===== src/rtl/cbus_axi_defs.svh =====
`ifndef CBUS_AXI_DEFS_SVH
`define CBUS_AXI_DEFS_SVH

// byte address width
`define ADDR_W 32

// word width, four bytes per beat
`define DATA_W 32

// order field of a cache request, orders 0 to 7
`define ORDER_W 3

// AXI burst length field, at most 16 beats
`define AXI_LEN_W 4

// entries in the command buffer
`define CMD_DEPTH 2

// size of the on-chip memory in words
`define MEM_WORDS 1024

`endif


===== src/rtl/cbus_axi_pkg.sv =====
`include "cbus_axi_defs.svh"

package cbus_axi_pkg;

    typedef logic [`ADDR_W-1:0]    addr_t;
    typedef logic [`DATA_W-1:0]    data_t;
    typedef logic [`ORDER_W-1:0]   order_t;
    typedef logic [`AXI_LEN_W-1:0] axi_len_t;

    // bits of (words per request - 1) for the largest order
    localparam int WORDS_W = (1 << `ORDER_W) - 1;

    // round count covers what the largest request needs beyond one burst
    localparam int ROUND_W = (WORDS_W > `AXI_LEN_W) ? WORDS_W - `AXI_LEN_W : 1;

    // rounds and burst length packed together
    localparam int SPLIT_W = ROUND_W + `AXI_LEN_W;

    typedef logic [ROUND_W-1:0] round_t;

    typedef enum logic [1:0] {
        IDLE,
        REQUEST,
        TRANSFER
    } bridge_state_t;

endpackage


===== src/rtl/axi_if.sv =====
// burst command channel, shared by AW and AR
interface axi_cmd_if;
    import cbus_axi_pkg::*;

    logic     valid;
    logic     ready;
    addr_t    addr;
    axi_len_t len;
    logic     write;

    modport master (
        output valid, addr, len, write,
        input  ready
    );

    modport slave (
        input  valid, addr, len, write,
        output ready
    );
endinterface



===== src/rtl/axi_cmd_fifo.sv =====
`include "cbus_axi_defs.svh"

module axi_cmd_fifo (
    input  logic      clk,
    input  logic      resetn,
    axi_cmd_if.slave  in,
    axi_cmd_if.master out
);
    import cbus_axi_pkg::*;

    localparam int PTR_W = (`CMD_DEPTH > 1) ? $clog2(`CMD_DEPTH) : 1;
    localparam int CNT_W = $clog2(`CMD_DEPTH + 1);

    addr_t    addr_mem  [`CMD_DEPTH];
    axi_len_t len_mem   [`CMD_DEPTH];
    logic     write_mem [`CMD_DEPTH];

    logic [PTR_W-1:0] wr_ptr;
    logic [PTR_W-1:0] rd_ptr;
    logic [CNT_W-1:0] count;

    logic push;
    logic pop;

    function automatic logic [PTR_W-1:0] next_ptr(input logic [PTR_W-1:0] ptr);
        if (ptr == PTR_W'(`CMD_DEPTH - 1)) begin
            return '0;
        end
        return ptr + PTR_W'(1);
    endfunction

    assign in.ready  = count != CNT_W'(`CMD_DEPTH);
    assign out.valid = count != '0;

    assign push = in.valid && in.ready;
    assign pop  = out.valid && out.ready;

    // head entry stays put until the memory takes it
    assign out.addr  = addr_mem[rd_ptr];
    assign out.len   = len_mem[rd_ptr];
    assign out.write = write_mem[rd_ptr];

    always_ff @(posedge clk) begin
        if (push) begin
            addr_mem[wr_ptr]  <= in.addr;
            len_mem[wr_ptr]   <= in.len;
            write_mem[wr_ptr] <= in.write;
        end
    end

    always_ff @(posedge clk) begin
        if (resetn) begin
            wr_ptr <= '0;
            rd_ptr <= '0;
            count  <= '0;
        end else begin
            if (push) begin
                wr_ptr <= next_ptr(wr_ptr);
            end
            if (pop) begin
                rd_ptr <= next_ptr(rd_ptr);
            end
            // push and pop together leave the count alone
            if (push && !pop) begin
                count <= count + CNT_W'(1);
            end else if (pop && !push) begin
                count <= count - CNT_W'(1);
            end
        end
    end

endmodule


===== src/flat_wrapper.sv =====
// flat-port wrapper written by rule: the top's interface ports become plain ports
module axi_cmd_fifo_flat import cbus_axi_pkg::*;
  (clk, resetn, in_valid, in_addr, in_len, in_write, in_ready, out_valid, out_addr, out_len, out_write, out_ready);
  axi_cmd_if in_i ();
  axi_cmd_if out_i ();
  input  logic clk;
  input  logic resetn;
  input wire logic [$bits(in_i.valid)-1:0] in_valid;
  input wire logic [$bits(in_i.addr)-1:0] in_addr;
  input wire logic [$bits(in_i.len)-1:0] in_len;
  input wire logic [$bits(in_i.write)-1:0] in_write;
  output wire logic [$bits(in_i.ready)-1:0] in_ready;
  output wire logic [$bits(out_i.valid)-1:0] out_valid;
  output wire logic [$bits(out_i.addr)-1:0] out_addr;
  output wire logic [$bits(out_i.len)-1:0] out_len;
  output wire logic [$bits(out_i.write)-1:0] out_write;
  input wire logic [$bits(out_i.ready)-1:0] out_ready;
  assign in_i.valid = in_valid;
  assign in_i.addr = in_addr;
  assign in_i.len = in_len;
  assign in_i.write = in_write;
  assign in_ready = in_i.ready;
  assign out_valid = out_i.valid;
  assign out_addr = out_i.addr;
  assign out_len = out_i.len;
  assign out_write = out_i.write;
  assign out_i.ready = out_ready;
  axi_cmd_fifo u_core (.clk(clk), .resetn(resetn), .in(in_i), .out(out_i));
endmodule

===== config.mk =====
export PLATFORM = sky130hd
export DESIGN_NAME = axi_cmd_fifo_flat
export DESIGN_NICKNAME = d
export VERILOG_FILES = /design/src/rtl/cbus_axi_pkg.sv /design/src/rtl/axi_if.sv /design/src/rtl/axi_cmd_fifo.sv /design/src/flat_wrapper.sv
export VERILOG_INCLUDE_DIRS = /design/src /design/src/rtl
export SDC_FILE = /design/constraint.sdc
export NUM_CORES = 1
export LEC_CHECK = 0
export BUFFER_PORTS_ARGS = -buffer_cell sky130_fd_sc_hd__buf_2
export CORE_MARGIN = 2
export CORE_UTILIZATION = 38
export CTS_BUF_LIST = sky130_fd_sc_hd__clkbuf_4 sky130_fd_sc_hd__clkbuf_8 sky130_fd_sc_hd__clkbuf_16
export DETAILED_ROUTE_END_ITERATION = 6
export PLACE_DENSITY = 0.61
export SLEW_MARGIN = 20
export SYNTH_ARGS = -nofsm -noshare
export SYNTH_HDL_FRONTEND = slang
export SYNTH_SLANG_ARGS = --single-unit

===== constraint.sdc =====
create_clock -name clk -period 2.3 [get_ports clk]
set_clock_uncertainty 0.15 [all_clocks]
set_input_delay 0.345 -clock clk [delete_from_list [all_inputs] [get_ports clk]]
set_output_delay 0.345 -clock clk [all_outputs]
set_load 0.01 [all_outputs]

==> results of run 1 <==
==> Yosys cell counts, types with 2 or more instances <==
library cell and n:
a21oi_1 2, buf_4 3, dfxtp_1 5, edfxtp_1 74, mux2_2 37, nor2_1 3, o21ai_0 2, xor2_1 3
==> kinds of logic (layout without fill, tap and decap cells) <==
| group | count (synthesis) | after routing | synth area share [%] |
|---|---|---|---|
| xor+xnor | 3 | 3 | 0.9097 |
| flops | 79 | 79 | 80.38 |
| mux | 37 | 37 | 14.42 |
| buf+inv | 5 | 99 | 1.082 |
| compound gates | 5 | 5 | 1.039 |
| fa+ha+maj | 1 | 1 | 0.4330 |
| simple gates | 9 | 9 | 1.733 |
==> stage by stage <==
stage,area (sq um),hold slack [ns]
after floorplan,2889,0.2641
after global placement,3438,0.3362
after detailed placement,3438,0.3447
after CTS,3625,0.02994
after global routing,3625,0.03017
final,3625,0.05094
==> per-layer routing <==
layer | up-vias | track usage [%] | part of all wire, %
li1 | 717 | - | -
met1 | 722 | 14.16 | 42
met2 | 54 | 20.74 | 50
met3 | 9 | 3.402 | 5.8
met4 | 0 | 7.576 | 2.2
met5 | - | 0 | 0
==> worst paths after layout <==
path | endpoint | slack, ns
setup / recovery | out_addr[7] | 0.19
hold / removal | u_core.addr_mem[0][25] | 0.05
setup reg to reg | u_core.addr_mem[1][4] | 0.52
hold reg to reg | u_core.rd_ptr | 0.36
==> report_power, final <==
group,total [mW],switching (mW),internal [mW]
combinational,0.951,0.473,0.478
sequential,1.89,0.0886,1.80
clock,0.961,0.445,0.516
total,3.80,1.01,2.79
==> sequential cells by signal, indices dropped and copies added (netlist names), named ones only <==
signal / count
u_core.wr_ptr: 1
u_core.addr_mem: 64
u_core.len_mem: 8
u_core.count: 2
u_core.write_mem: 2
u_core.rd_ptr: 1
==> critical path, stage by stage, from the launching register on <==
cell and delay (ns):
dfxtp_2 0.54, buf_12 0.23, mux2_2 0.36, buf_2 0.14
==> layout make-up <==
type	count	area [sq um]
sequential	79	2323
clock buffer	11	138.9
tap	99	123.9
multi-input combinational	55	536.8
fill	652	3667
inverter	1	3.754
clock inverter	4	47.55
timing repair buffer	83	450.4
==> metrics, run 1 <==
height of the chip 91.20 microns; Setup Crit Path Kind reg2out; post-route ant nets 0; Yosys reg bits 79; largest net degree at the start of global routing 26; post-cts resize count 0; Final setup viols 0; clk root buf clkbuf_8; CP endpoint kind output pin; clock tree buffer depth 2; WHS Path Cells 1; total of warnings raised by yosys 0; Num CTS Buffers 9; Final Max Slew Viols 0; Sink Count 79; CTS tree built; DRT iter0 DRCs 51; most frequent cells in the layout 79 x buf_2, 74 x edfxtp_1, 37 x mux2_2, 9 x clkbuf_8, 4 x dfxtp_1; post-route insts no fill 332; row count 31; ANT cells 0; port bufs 79; dpl hpwl 3367 microns; CTS Hold Bufs 0; number of global-route vias before repair 1588; Hold Crit Start in_addr[25]; Core Region 7292 sq um; top post-synthesis cells by area edfxtp_1 77%, mux2_2 14%, dfxtp_1 3.5%, xor2_1 0.91%, buf_4 0.78%; Final min period 2.113 ns; Net Count, Synth 181; pre-CTS WS 0.5046 ns; synth unique cells 18; leakage power 1.361 nW; Worst Tran Pin Value 0.3825 ns; Avg Vias per Cell 4.524; Power Density 1048 nW/um^2; Most used DFF post-synth edfxtp_1; VDD IR max 0.5356 mV; Area growth syn-to-layout 25.47%; wire per inst 14.86 microns; highest clock rate 473.3 MHz; first-pass GRT wire length 7721 microns; fin worst setup slack 0.1873 ns; slew margin rel. 74.50%; Req. time, crit path 1.80 ns; RR Startpoint u_core.count[0]; Post-synth EDFFs 74; status complete, no violations; most common cell after layout, fill and taps aside buf_2; routed wire length 4935 microns; Total GRT Usage 12.42%; vias 1502; share of layout cells above drive strength 1 59.66%; initial antenna violation count 0; proportion of synthesized chip area in sequential cells 80.38%; Initial Util 39.62%; Mapped Cells 139; Worst Hold Class in2reg; io pins 80; Placed Cells 317; Worst-path clk slew 0.07 ns; synthesized area per cell 20.78 sq um; CP Max Fanout 25; ys async rst share 0%; TNS Setup 0 ns; Tcrit/Tclk final 91.86%; # Post-CTS Setup Buffers 0; die area 8317 sq um; H-tree lvl count 3; width of the die 91.20 microns; Max Cap Viol 0; GP Congestion 0.7477; worst reg-to-reg path cell count 3; RSZ-0062 raised after global routing false; Final #Nets 271; fin util 49.71%; Hold Vio Cnt, Final 0; Synth top area share 76.92%; CP Launch Type flip-flop; DRC viols 0; Clock Latency Late Sink 0.33 ns; mapped cell area 2889 sq um; Data arrival, critical path 1.62 ns; total gr overflow 0; Yosys top cell by area edfxtp_1; Design Power 3.800 mW; First-pass DRT Iterations 4
(Power assumes the default switching activity.)
==> run 2, diff against run 1 <==
CORE_MARGIN = not set   (was 2)
==> run 2 against run 1 <==
  * Flip-flop and latch count unchanged
  * Register-to-register slack improved by 0.03 ns
  * Core utilization shrank 0.41 points
  * Die area shrank 4.3%
  * Power is 3.1% lower
  * Global-route usage increased by 0.59 points
  * Hold slack got worse by 0.013 ns
  * Highest routed layer unchanged
  * Combinational power increased by 3.7%
  * Non-clock buffer count unchanged
==> metrics, run 2 (synthesis results as in run 1) <==
CP endpoint kind output pin; width of the die 89.20 microns; Total GRT Usage 13.01%; CTS tree built; Avg Vias per Cell 4.538; height of the chip 89.20 microns; most frequent cells in the layout 79 x buf_2, 74 x edfxtp_1, 37 x mux2_2, 9 x clkbuf_8, 4 x dfxtp_1; RSZ-0062 raised after global routing false; leakage power 1.344 nW; # Post-CTS Setup Buffers 0; first-pass GRT wire length 7169 microns; post-route ant nets 0; Req. time, crit path 1.80 ns; Setup Crit Path Kind reg2out; most common cell after layout, fill and taps aside buf_2; GP Congestion 0.6360; Initial Util 39.62%; Met2 Wirelength 2323 microns; total placed instance area 3438 sq um; share of layout cells above drive strength 1 59.48%; wire per inst 14.48 microns; post-route insts no fill 331; Final min period 1.981 ns; WL met1 2112 microns; Worst Tran Pin Value 0.3082 ns; highest clock rate 504.7 MHz; CTS Hold Bufs 0; Num CTS Buffers 9; VDD IR max 0.5091 mV; io pins 80; DRC viols 0; Hold Vio Cnt, Final 0; final instance area 3595 sq um; fin util 49.30%; met3 wire len 253 microns; total gr overflow 0; Power Density 1024 nW/um^2; vias 1502; CP Max Fanout 22; delay of the slowest cell on the worst path 0.39 ns; status complete, no violations; port bufs 79; Tcrit/Tclk final 86.15%; TNS Setup 0 ns; DR top layer met4; Placed Cells 317; Final setup viols 0; CP Launch Type flip-flop; max reg flops 64; Final Max Slew Viols 0; Area growth syn-to-layout 24.43%; die area 7956 sq um; initial antenna violation count 0; largest net degree at the start of global routing 38; Clock Latency Late Sink 0.33 ns; Slowest cell on crit path mux2_2; Worst Hold Class in2reg; clk root buf clkbuf_8; Max Cap Viol 0; slew margin rel. 79.23%; post-cts resize count 0; Largest Register u_core.addr_mem; First-pass DRT Iterations 4; Design Power 3.682 mW; Sink Count 79; clock tree buffer depth 2; routed wire length 4793 microns; row count 31; dpl hpwl 3081 microns; ANT cells 0; Data arrival, critical path 1.49 ns; number of global-route vias before repair 1478; top flop regs u_core.addr_mem: 64 flops, u_core.len_mem: 8 flops; worst path cell trace buf_4, mux2_2, buf_2; DRT iter0 DRCs 55; Final #Nets 271; Core Region 7292 sq um; Worst-path clk slew 0.08 ns; H-tree lvl count 3
==> run 2: cell types whose count changed in the layout (fill, tap and decap cells not counted) <==
| cell | before | now |
|---|---|---|
| clkbuf_4 | 2 | 1 |
| clkinvlp_4 | 1 | 2 |
| bufinv_16 | 1 | 0 |
==> run 2: through the flow <==
stage          hold slack [ns]  setup WS, ns
3_3_place_gp            0.3366        0.6010
2_1_floorplan           0.2641        0.1678
6_report               0.03770        0.3186
3_5_place_dp            0.3520        0.5518
5_1_grt                0.01840        0.2325
4_1_cts                0.02095        0.2746
==> run 2: critical path: cells and delay by family, from the launching register on <==
| kind | cells | cell delay, ns |
|---|---|---|
| flops | 1 | 0.32 |
| buf+inv | 2 | 0.45 |
| mux | 1 | 0.39 |
==> run 2: area by class of cell <==
class | instances | area [sq um]
flip-flops and latches | 79 | 2323
inverters | 1 | 3.754
clock inverters | 4 | 25.02
fillers | 688 | 3697
clock buffers | 10 | 131.4
repair buffers | 83 | 450.4
well taps | 99 | 123.9
multi-input cells | 55 | 536.8
==> run 2: per-layer routing <==
metal  GRT usage, %  vias up
li1               -      718
met1          16.03      728
met2          20.40       46
met3          3.786       10
met4          7.792        0
met5              0        -
==> run 2: final timing paths <==
kind | endpoint | cells past startpoint | slack [ns] | from
max | out_addr[12] | 3 | 0.32 | flip-flop
min | u_core.addr_mem[1][3] | 1 | 0.04 | in_addr[3]
max reg2reg | u_core.count[1] | 5 | 0.55 | u_core.count[0]
min reg2reg | u_core.rd_ptr | 2 | 0.36 | u_core.rd_ptr
==> run 2: power breakdown <==
group          internal [mW]  switching [mW]  total [mW]
combinational          0.477           0.508       0.986
clock                  0.388           0.456       0.843
sequential              1.80          0.0545        1.85
