### config.mk
export PLATFORM = sky130hd
export DESIGN_NAME = cbus_to_axi_flat
export DESIGN_NICKNAME = d
export VERILOG_FILES = /design/src/rtl/cbus_axi_pkg.sv /design/src/rtl/axi_if.sv /design/src/rtl/cbus_to_axi.sv /design/src/flat_wrapper.sv
export VERILOG_INCLUDE_DIRS = /design/src /design/src/rtl
export SDC_FILE = /design/constraint.sdc
export NUM_CORES = 1
export LEC_CHECK = 0
export BUFFER_PORTS_ARGS = -buffer_cell sky130_fd_sc_hd__buf_2
export CAP_MARGIN = 40
export CORE_MARGIN = 2
export CORE_UTILIZATION = 40
export DETAILED_ROUTE_END_ITERATION = 8
export PLACE_DENSITY = 0.74
export SLEW_MARGIN = 20
export SYNTH_ARGS = -nofsm -noshare
export SYNTH_HDL_FRONTEND = slang
export SYNTH_SLANG_ARGS = --single-unit
### constraint.sdc
create_clock -name clk -period 8.42 [get_ports clk]
set_input_delay 0.842 -clock clk [delete_from_list [all_inputs] [get_ports clk]]
set_output_delay 0.842 -clock clk [all_outputs]
set_load 0.05 [all_outputs]
### src/rtl/cbus_axi_defs.svh
`ifndef CBUS_AXI_DEFS_SVH
`define CBUS_AXI_DEFS_SVH

// byte address width
`define ADDR_W 32

// word width, four bytes per beat
`define DATA_W 32

// order field of a cache request, orders 0 to 7
`define ORDER_W 3

// AXI burst length field, at most 16 beats
`define AXI_LEN_W 4

// entries in the command buffer
`define CMD_DEPTH 2

// size of the on-chip memory in words
`define MEM_WORDS 1024

`endif

### src/rtl/cbus_axi_pkg.sv
`include "cbus_axi_defs.svh"

package cbus_axi_pkg;

    typedef logic [`ADDR_W-1:0]    addr_t;
    typedef logic [`DATA_W-1:0]    data_t;
    typedef logic [`ORDER_W-1:0]   order_t;
    typedef logic [`AXI_LEN_W-1:0] axi_len_t;

    // bits of (words per request - 1) for the largest order
    localparam int WORDS_W = (1 << `ORDER_W) - 1;

    // round count covers what the largest request needs beyond one burst
    localparam int ROUND_W = (WORDS_W > `AXI_LEN_W) ? WORDS_W - `AXI_LEN_W : 1;

    // rounds and burst length packed together
    localparam int SPLIT_W = ROUND_W + `AXI_LEN_W;

    typedef logic [ROUND_W-1:0] round_t;

    typedef enum logic [1:0] {
        IDLE,
        REQUEST,
        TRANSFER
    } bridge_state_t;

endpackage

### src/rtl/axi_if.sv
// burst command channel, shared by AW and AR
interface axi_cmd_if;
    import cbus_axi_pkg::*;

    logic     valid;
    logic     ready;
    addr_t    addr;
    axi_len_t len;
    logic     write;

    modport master (
        output valid, addr, len, write,
        input  ready
    );

    modport slave (
        input  valid, addr, len, write,
        output ready
    );
endinterface

// write and read data channels
interface axi_data_if;
    import cbus_axi_pkg::*;

    logic  wvalid;
    data_t wdata;
    logic  wlast;
    logic  wready;

    logic  rvalid;
    data_t rdata;
    logic  rlast;
    logic  rready;

    // the bridge drives W and sinks R
    modport master (
        output wvalid, wdata, wlast, rready,
        input  wready, rvalid, rdata, rlast
    );

    modport slave (
        input  wvalid, wdata, wlast, rready,
        output wready, rvalid, rdata, rlast
    );
endinterface

### src/rtl/cbus_to_axi.sv
`include "cbus_axi_defs.svh"

module cbus_to_axi (
    input  logic                 clk,
    input  logic                 resetn,

    input  logic                 cbus_valid,
    input  logic                 cbus_write,
    input  cbus_axi_pkg::addr_t  cbus_addr,
    input  cbus_axi_pkg::order_t cbus_order,
    input  cbus_axi_pkg::data_t  cbus_wdata,
    output logic                 cbus_okay,
    output logic                 cbus_last,
    output cbus_axi_pkg::data_t  cbus_rdata,

    axi_cmd_if.master            cmd,
    axi_data_if.master           data
);
    import cbus_axi_pkg::*;

    localparam int BYTE_SHIFT = $clog2(`DATA_W / 8);

    // words minus one, split into rounds and burst length
    // the length saturates at 16 beats once the order reaches 4
    logic [SPLIT_W-1:0] words_m1;
    axi_len_t           axi_len;
    round_t             num_round;

    assign words_m1 = (SPLIT_W'(1) << cbus_order) - SPLIT_W'(1);
    assign {num_round, axi_len} = words_m1;

    // bytes covered by one burst
    addr_t addr_step;
    assign addr_step = (addr_t'(axi_len) + addr_t'(1)) << BYTE_SHIFT;

    bridge_state_t state;
    addr_t         current_addr;
    round_t        round_cnt;
    axi_len_t      len_cnt;

    logic is_last;
    logic is_final;
    logic cmd_fire;
    logic beat_fire;

    assign is_last  = len_cnt == '0;
    assign is_final = is_last && round_cnt == '0;
    assign cmd_fire = cmd.valid && cmd.ready;

    // only one of the two channels is active for a request
    assign beat_fire = cbus_write ? (data.wvalid && data.wready)
                                  : (data.rvalid && data.rready);

    // command channel: first burst straight from the request, later ones
    // from the stepped address
    assign cmd.valid = (state == IDLE && cbus_valid) || state == REQUEST;
    assign cmd.addr  = (state == REQUEST) ? current_addr : cbus_addr;
    assign cmd.len   = axi_len;
    assign cmd.write = cbus_write;

    assign data.wvalid = state == TRANSFER && cbus_write;
    assign data.wdata  = cbus_wdata;
    assign data.wlast  = is_last;
    assign data.rready = state == TRANSFER && !cbus_write;

    // cache side response follows the beat handshakes
    assign cbus_okay  = state == TRANSFER && beat_fire;
    assign cbus_last  = cbus_okay && is_final;
    assign cbus_rdata = data.rdata;

    always_ff @(posedge clk) begin
        if (resetn) begin
            state     <= IDLE;
            round_cnt <= '0;
            len_cnt   <= '0;
        end else begin
            unique case (state)
                IDLE: begin
                    if (cmd_fire) begin
                        state     <= TRANSFER;
                        round_cnt <= num_round;
                        len_cnt   <= axi_len;
                    end
                end

                REQUEST: begin
                    if (cmd_fire) begin
                        state     <= TRANSFER;
                        round_cnt <= round_cnt - round_t'(1);
                        len_cnt   <= axi_len;
                    end
                end

                TRANSFER: begin
                    if (beat_fire) begin
                        if (is_final) begin
                            state <= IDLE;
                        end else if (is_last) begin
                            // burst done, post the next round
                            state <= REQUEST;
                        end else begin
                            len_cnt <= len_cnt - axi_len_t'(1);
                        end
                    end
                end

                default: begin
                    state <= IDLE;
                end
            endcase
        end
    end

    // address of the burst to come
    always_ff @(posedge clk) begin
        if (state == IDLE && cmd_fire) begin
            current_addr <= cbus_addr;
        end else if (state == TRANSFER && beat_fire && is_last && !is_final) begin
            current_addr <= current_addr + addr_step;
        end
    end

endmodule

### src/flat_wrapper.sv
// flat-port wrapper written by rule: the top's interface ports become plain ports
module cbus_to_axi_flat import cbus_axi_pkg::*;
  (clk, resetn, cbus_valid, cbus_write, cbus_addr, cbus_order, cbus_wdata, cbus_okay, cbus_last, cbus_rdata, cmd_valid, cmd_addr, cmd_len, cmd_write, cmd_ready, data_wvalid, data_wdata, data_wlast, data_rready, data_wready, data_rvalid, data_rdata, data_rlast);
  axi_cmd_if cmd_i ();
  axi_data_if data_i ();
  input  logic clk;
  input  logic resetn;
  input  logic cbus_valid;
  input  logic cbus_write;
  input  cbus_axi_pkg::addr_t cbus_addr;
  input  cbus_axi_pkg::order_t cbus_order;
  input  cbus_axi_pkg::data_t cbus_wdata;
  output logic cbus_okay;
  output logic cbus_last;
  output cbus_axi_pkg::data_t cbus_rdata;
  output wire logic [$bits(cmd_i.valid)-1:0] cmd_valid;
  output wire logic [$bits(cmd_i.addr)-1:0] cmd_addr;
  output wire logic [$bits(cmd_i.len)-1:0] cmd_len;
  output wire logic [$bits(cmd_i.write)-1:0] cmd_write;
  input wire logic [$bits(cmd_i.ready)-1:0] cmd_ready;
  output wire logic [$bits(data_i.wvalid)-1:0] data_wvalid;
  output wire logic [$bits(data_i.wdata)-1:0] data_wdata;
  output wire logic [$bits(data_i.wlast)-1:0] data_wlast;
  output wire logic [$bits(data_i.rready)-1:0] data_rready;
  input wire logic [$bits(data_i.wready)-1:0] data_wready;
  input wire logic [$bits(data_i.rvalid)-1:0] data_rvalid;
  input wire logic [$bits(data_i.rdata)-1:0] data_rdata;
  input wire logic [$bits(data_i.rlast)-1:0] data_rlast;
  assign cmd_valid = cmd_i.valid;
  assign cmd_addr = cmd_i.addr;
  assign cmd_len = cmd_i.len;
  assign cmd_write = cmd_i.write;
  assign cmd_i.ready = cmd_ready;
  assign data_wvalid = data_i.wvalid;
  assign data_wdata = data_i.wdata;
  assign data_wlast = data_i.wlast;
  assign data_rready = data_i.rready;
  assign data_i.wready = data_wready;
  assign data_i.rvalid = data_rvalid;
  assign data_i.rdata = data_rdata;
  assign data_i.rlast = data_rlast;
  cbus_to_axi u_core (.clk(clk), .resetn(resetn), .cbus_valid(cbus_valid), .cbus_write(cbus_write), .cbus_addr(cbus_addr), .cbus_order(cbus_order), .cbus_wdata(cbus_wdata), .cbus_okay(cbus_okay), .cbus_last(cbus_last), .cbus_rdata(cbus_rdata), .cmd(cmd_i), .data(data_i));
endmodule
==> run_results.csv <==
group,metric,value,unit
detailed_routing,wire_per_inst,14.9,um
clock_network,clk_pin_slew,0.09,ns
floorplan,num_rows,35,
floorplan,die_y,100,um
pwr,p_int,373,uW
clock_network,cts_hold_buf,0,
sta,tns,0,ns
floorplan,start_util,40.5,%
placement,dp_slack,4.02,ns
pwr,clkPwrFrac,28.4,%
sta,rsz0062_at_grt,"no",
clock_network,cts_max_path_buffers,2,
global_route,overflow,0,
setup_path,cp.required,8.46,ns
sta,worst_pin_slew,0.764,ns
sta,min_period,4.10,ns
floorplan,die-area,10000,um2
yosys,yosys_register_bits,41,
floorplan,core,9110,um2
finish,num-nets-final,601,
yosys,syn_area_per_cell,7.75,um2
job,drv_cap,0,
placement,place_congestion,0.851,
floorplan,die_x,100,um
clock_network,clk_latency,0.29,ns
run_status,status,"complete, no violations",
worst_hold_path,min_path_type,"register to register",
sta,setup_ws,4.32,ns
clock_network,cts_num_sinks,41,
setup_path,path_class,"primary input to register",
clock_network,ctsResizeCount,0,
yosys,yosys_warnings,0,
placement,portBuffers,84,
setup_path,cp-end-kind,"register",
clock_network,cts_buffers,5,
yosys,synth_area,3690,um2
clock_network,root_buffer,"clkbuf_8",
global_route,grt_usage,17.8,%
pwr,switchingPower,199,uW
setup_path,crit_arrival,4.15,ns
global_route,antenna_found_initial,0,
detailed_routing,viasPerCell,5.30,
pwr,combPwrFrac,27.9,%
setup_path,cp-start-kind,"primary input",
global_route,grt_max_degree,40,
yosys,synth_edf_count,32,
global_route,grt_pass1_vias,3083,
yosys,syn_nets,594,
pwr,pwr_density_cell,150,nW/um2
sta,timing.fmax,0.244,GHz
finish,utilization,42.0,%
setup_path,worstPathMaxFanout,13,
detailed_routing,wl,8840,um
yosys,synth_flop_cell,"edfxtp_1",
finish,area_growth,3.53,%
sta,slew_headroom,49.1,%
sta,layout_worst_path_cycle_share,48.7,%
detailed_routing,drc,0,
clock_network,cts_setup_buffers,0,
detailed_routing,drtAntennaViolNets,0,
global_route,grt_pass1_wl,14600,um
yosys,ys_async_sr_fraction,0,%
sta,finalSetupViolations,0,
pwr,vdd_ir_drop_max,0.0000767,V
pwr,leakagePower,1.56,nW
clock_network,htree_levels,2,
finish,diodes,0,
detailed_routing,num_vias,3152,
floorplan,io_pins,214,
sta,drv_slew,0,
yosys,synth_cells,476,
yosys,ys_types,52,
clock_network,cts_tree,"done",
yosys,seq_area_frac_synth,30.9,%
finish,drive_gt1_share,23.1,%
pwr,p_seq_share,43.6,%
sta,hold_viol_final,0,
sta,finClkSkew,0.00920,ns
pwr,swShare,34.9,%
placement,hpwl,6460,um
detailed_routing,drt_first_pass_iters,4,
detailed_routing,drtIter0Drc,185,
-- power groups by stage --
stage	Sequential, mW	Clock [mW]	Combinational (mW)
floorplan	0.249	0	0.203
global placement	0.253	0	0.156
detailed placement	0.254	0	0.160
CTS	0.250	0.167	0.160
global route	0.252	0.173	0.175
finish	0.250	0.163	0.160
-- cell type report --
type	instances	area [um2]
fillers	951	5290
well taps	111	139
inverters	14	52.6
repair buffers	90	465
multi-input cells	331	1910
clock buffers	5	68.8
clock inverters	3	41.3
flip-flops and latches	41	1140
-- routing by layer --
layer	global-route usage, %	vias up	routed length [um]
li1	-	1555	-
met1	22.4	1447	3790
met2	29.5	118	4140
met3	3.34	32	615
met4	8.54	0	305
met5	0	-	0
-- Yosys cell counts (4+ instances only) --
| cell type | number | area share (%) |
|---|---|---|
| nor2_1 | 20 | 2.0 |
| o21ai_1 | 10 | 1.4 |
| nand3_1 | 11 | 1.5 |
| a2111oi_2 | 4 | 1.6 |
| o21ai_0 | 24 | 3.3 |
| ha_1 | 10 | 3.4 |
| edfxtp_1 | 32 | 26 |
| xor2_1 | 7 | 1.7 |
| a21oi_1 | 18 | 2.4 |
| nand4_1 | 7 | 1.2 |
| nor2b_1 | 6 | 1.0 |
| nor3_1 | 4 | 0.54 |
| nand2_1 | 125 | 13 |
| and3_1 | 4 | 0.68 |
| nand2b_1 | 7 | 1.2 |
| xnor2_1 | 22 | 5.2 |
| nor3b_1 | 6 | 1.2 |
| o211ai_1 | 5 | 1.0 |
| buf_4 | 65 | 13 |
| clkbuf_1 | 20 | 2.0 |
| inv_1 | 14 | 1.4 |
| and2_1 | 6 | 1.0 |
| a211oi_1 | 5 | 1.0 |
| dfxtp_1 | 9 | 4.9 |
-- worst paths after layout --
| kind | endpoint | from | cells after the start | slack [ns] |
|---|---|---|---|---|
| worst max-delay path | u_core.current_addr[17]$_DFFE_PP_ | cbus_order[2] | 11 | 4.32 |
| worst min-delay path | u_core.len_cnt[1]$_SDFFE_PP0P_ | u_core.len_cnt[1]$_SDFFE_PP0P_ | 2 | 0.47 |
| worst max register to register | u_core.current_addr[17]$_DFFE_PP_ | u_core.current_addr[6]$_DFFE_PP_ | 7 | 5.68 |
| worst min register to register | u_core.len_cnt[1]$_SDFFE_PP0P_ | u_core.len_cnt[1]$_SDFFE_PP0P_ | 2 | 0.47 |
-- critical path: stages --
cell and delay [ns]:
buf_2 0.17, or3b_2 0.55, ha_1 0.31, and3_1 0.22
ha_1 0.36, a21oi_2 0.63, o211ai_1 0.43, buf_4 0.28
nand4_1 0.11, xor2_1 0.16, o21ai_0 0.09
-- state kept, by name (all words and copies together) (netlist names) --
| name | cells |
|---|---|
| u_core.current_addr | 32 |
| u_core.round_cnt | 3 |
| u_core.len_cnt | 4 |
| u_core.state | 2 |
-- metrics by stage --
stage | std cells | instance area (um2) | hold WS, ns | total power [mW]
after floorplan | 476 | 3690 | 0.441 | 0.452
after global placement | 586 | 3700 | 0.458 | 0.409
after detailed placement | 587 | 3710 | 0.460 | 0.414
after CTS | 595 | 3820 | 0.472 | 0.577
after global routing | 595 | 3820 | 0.485 | 0.600
final | 595 | 3820 | 0.471 | 0.572
-- placed cells by master, fill, tap and decap left out, types with 11 or more instances in the layout --
| master | instances |
|---|---|
| nand2_1 | 125 |
| nand3_1 | 11 |
| a21oi_1 | 18 |
| edfxtp_1 | 32 |
| xnor2_1 | 22 |
| nor2_1 | 20 |
| inv_1 | 14 |
| buf_2 | 84 |
| o21ai_0 | 24 |
-- logic make-up (layout without fill, tap and decap cells) --
group | after synthesis | after routing | synth area share, %
AOI/OAI and AO/OA | 77 | 77 | 13.6
buffers and inverters | 104 | 112 | 17.3
adders and majority gates | 11 | 11 | 3.93
and+or+nand+nor | 212 | 212 | 26.7
muxes | 2 | 2 | 0.576
DFF | 41 | 41 | 30.9
xor gates and xnor gates | 29 | 29 | 6.88
(Power assumes the default switching activity.)
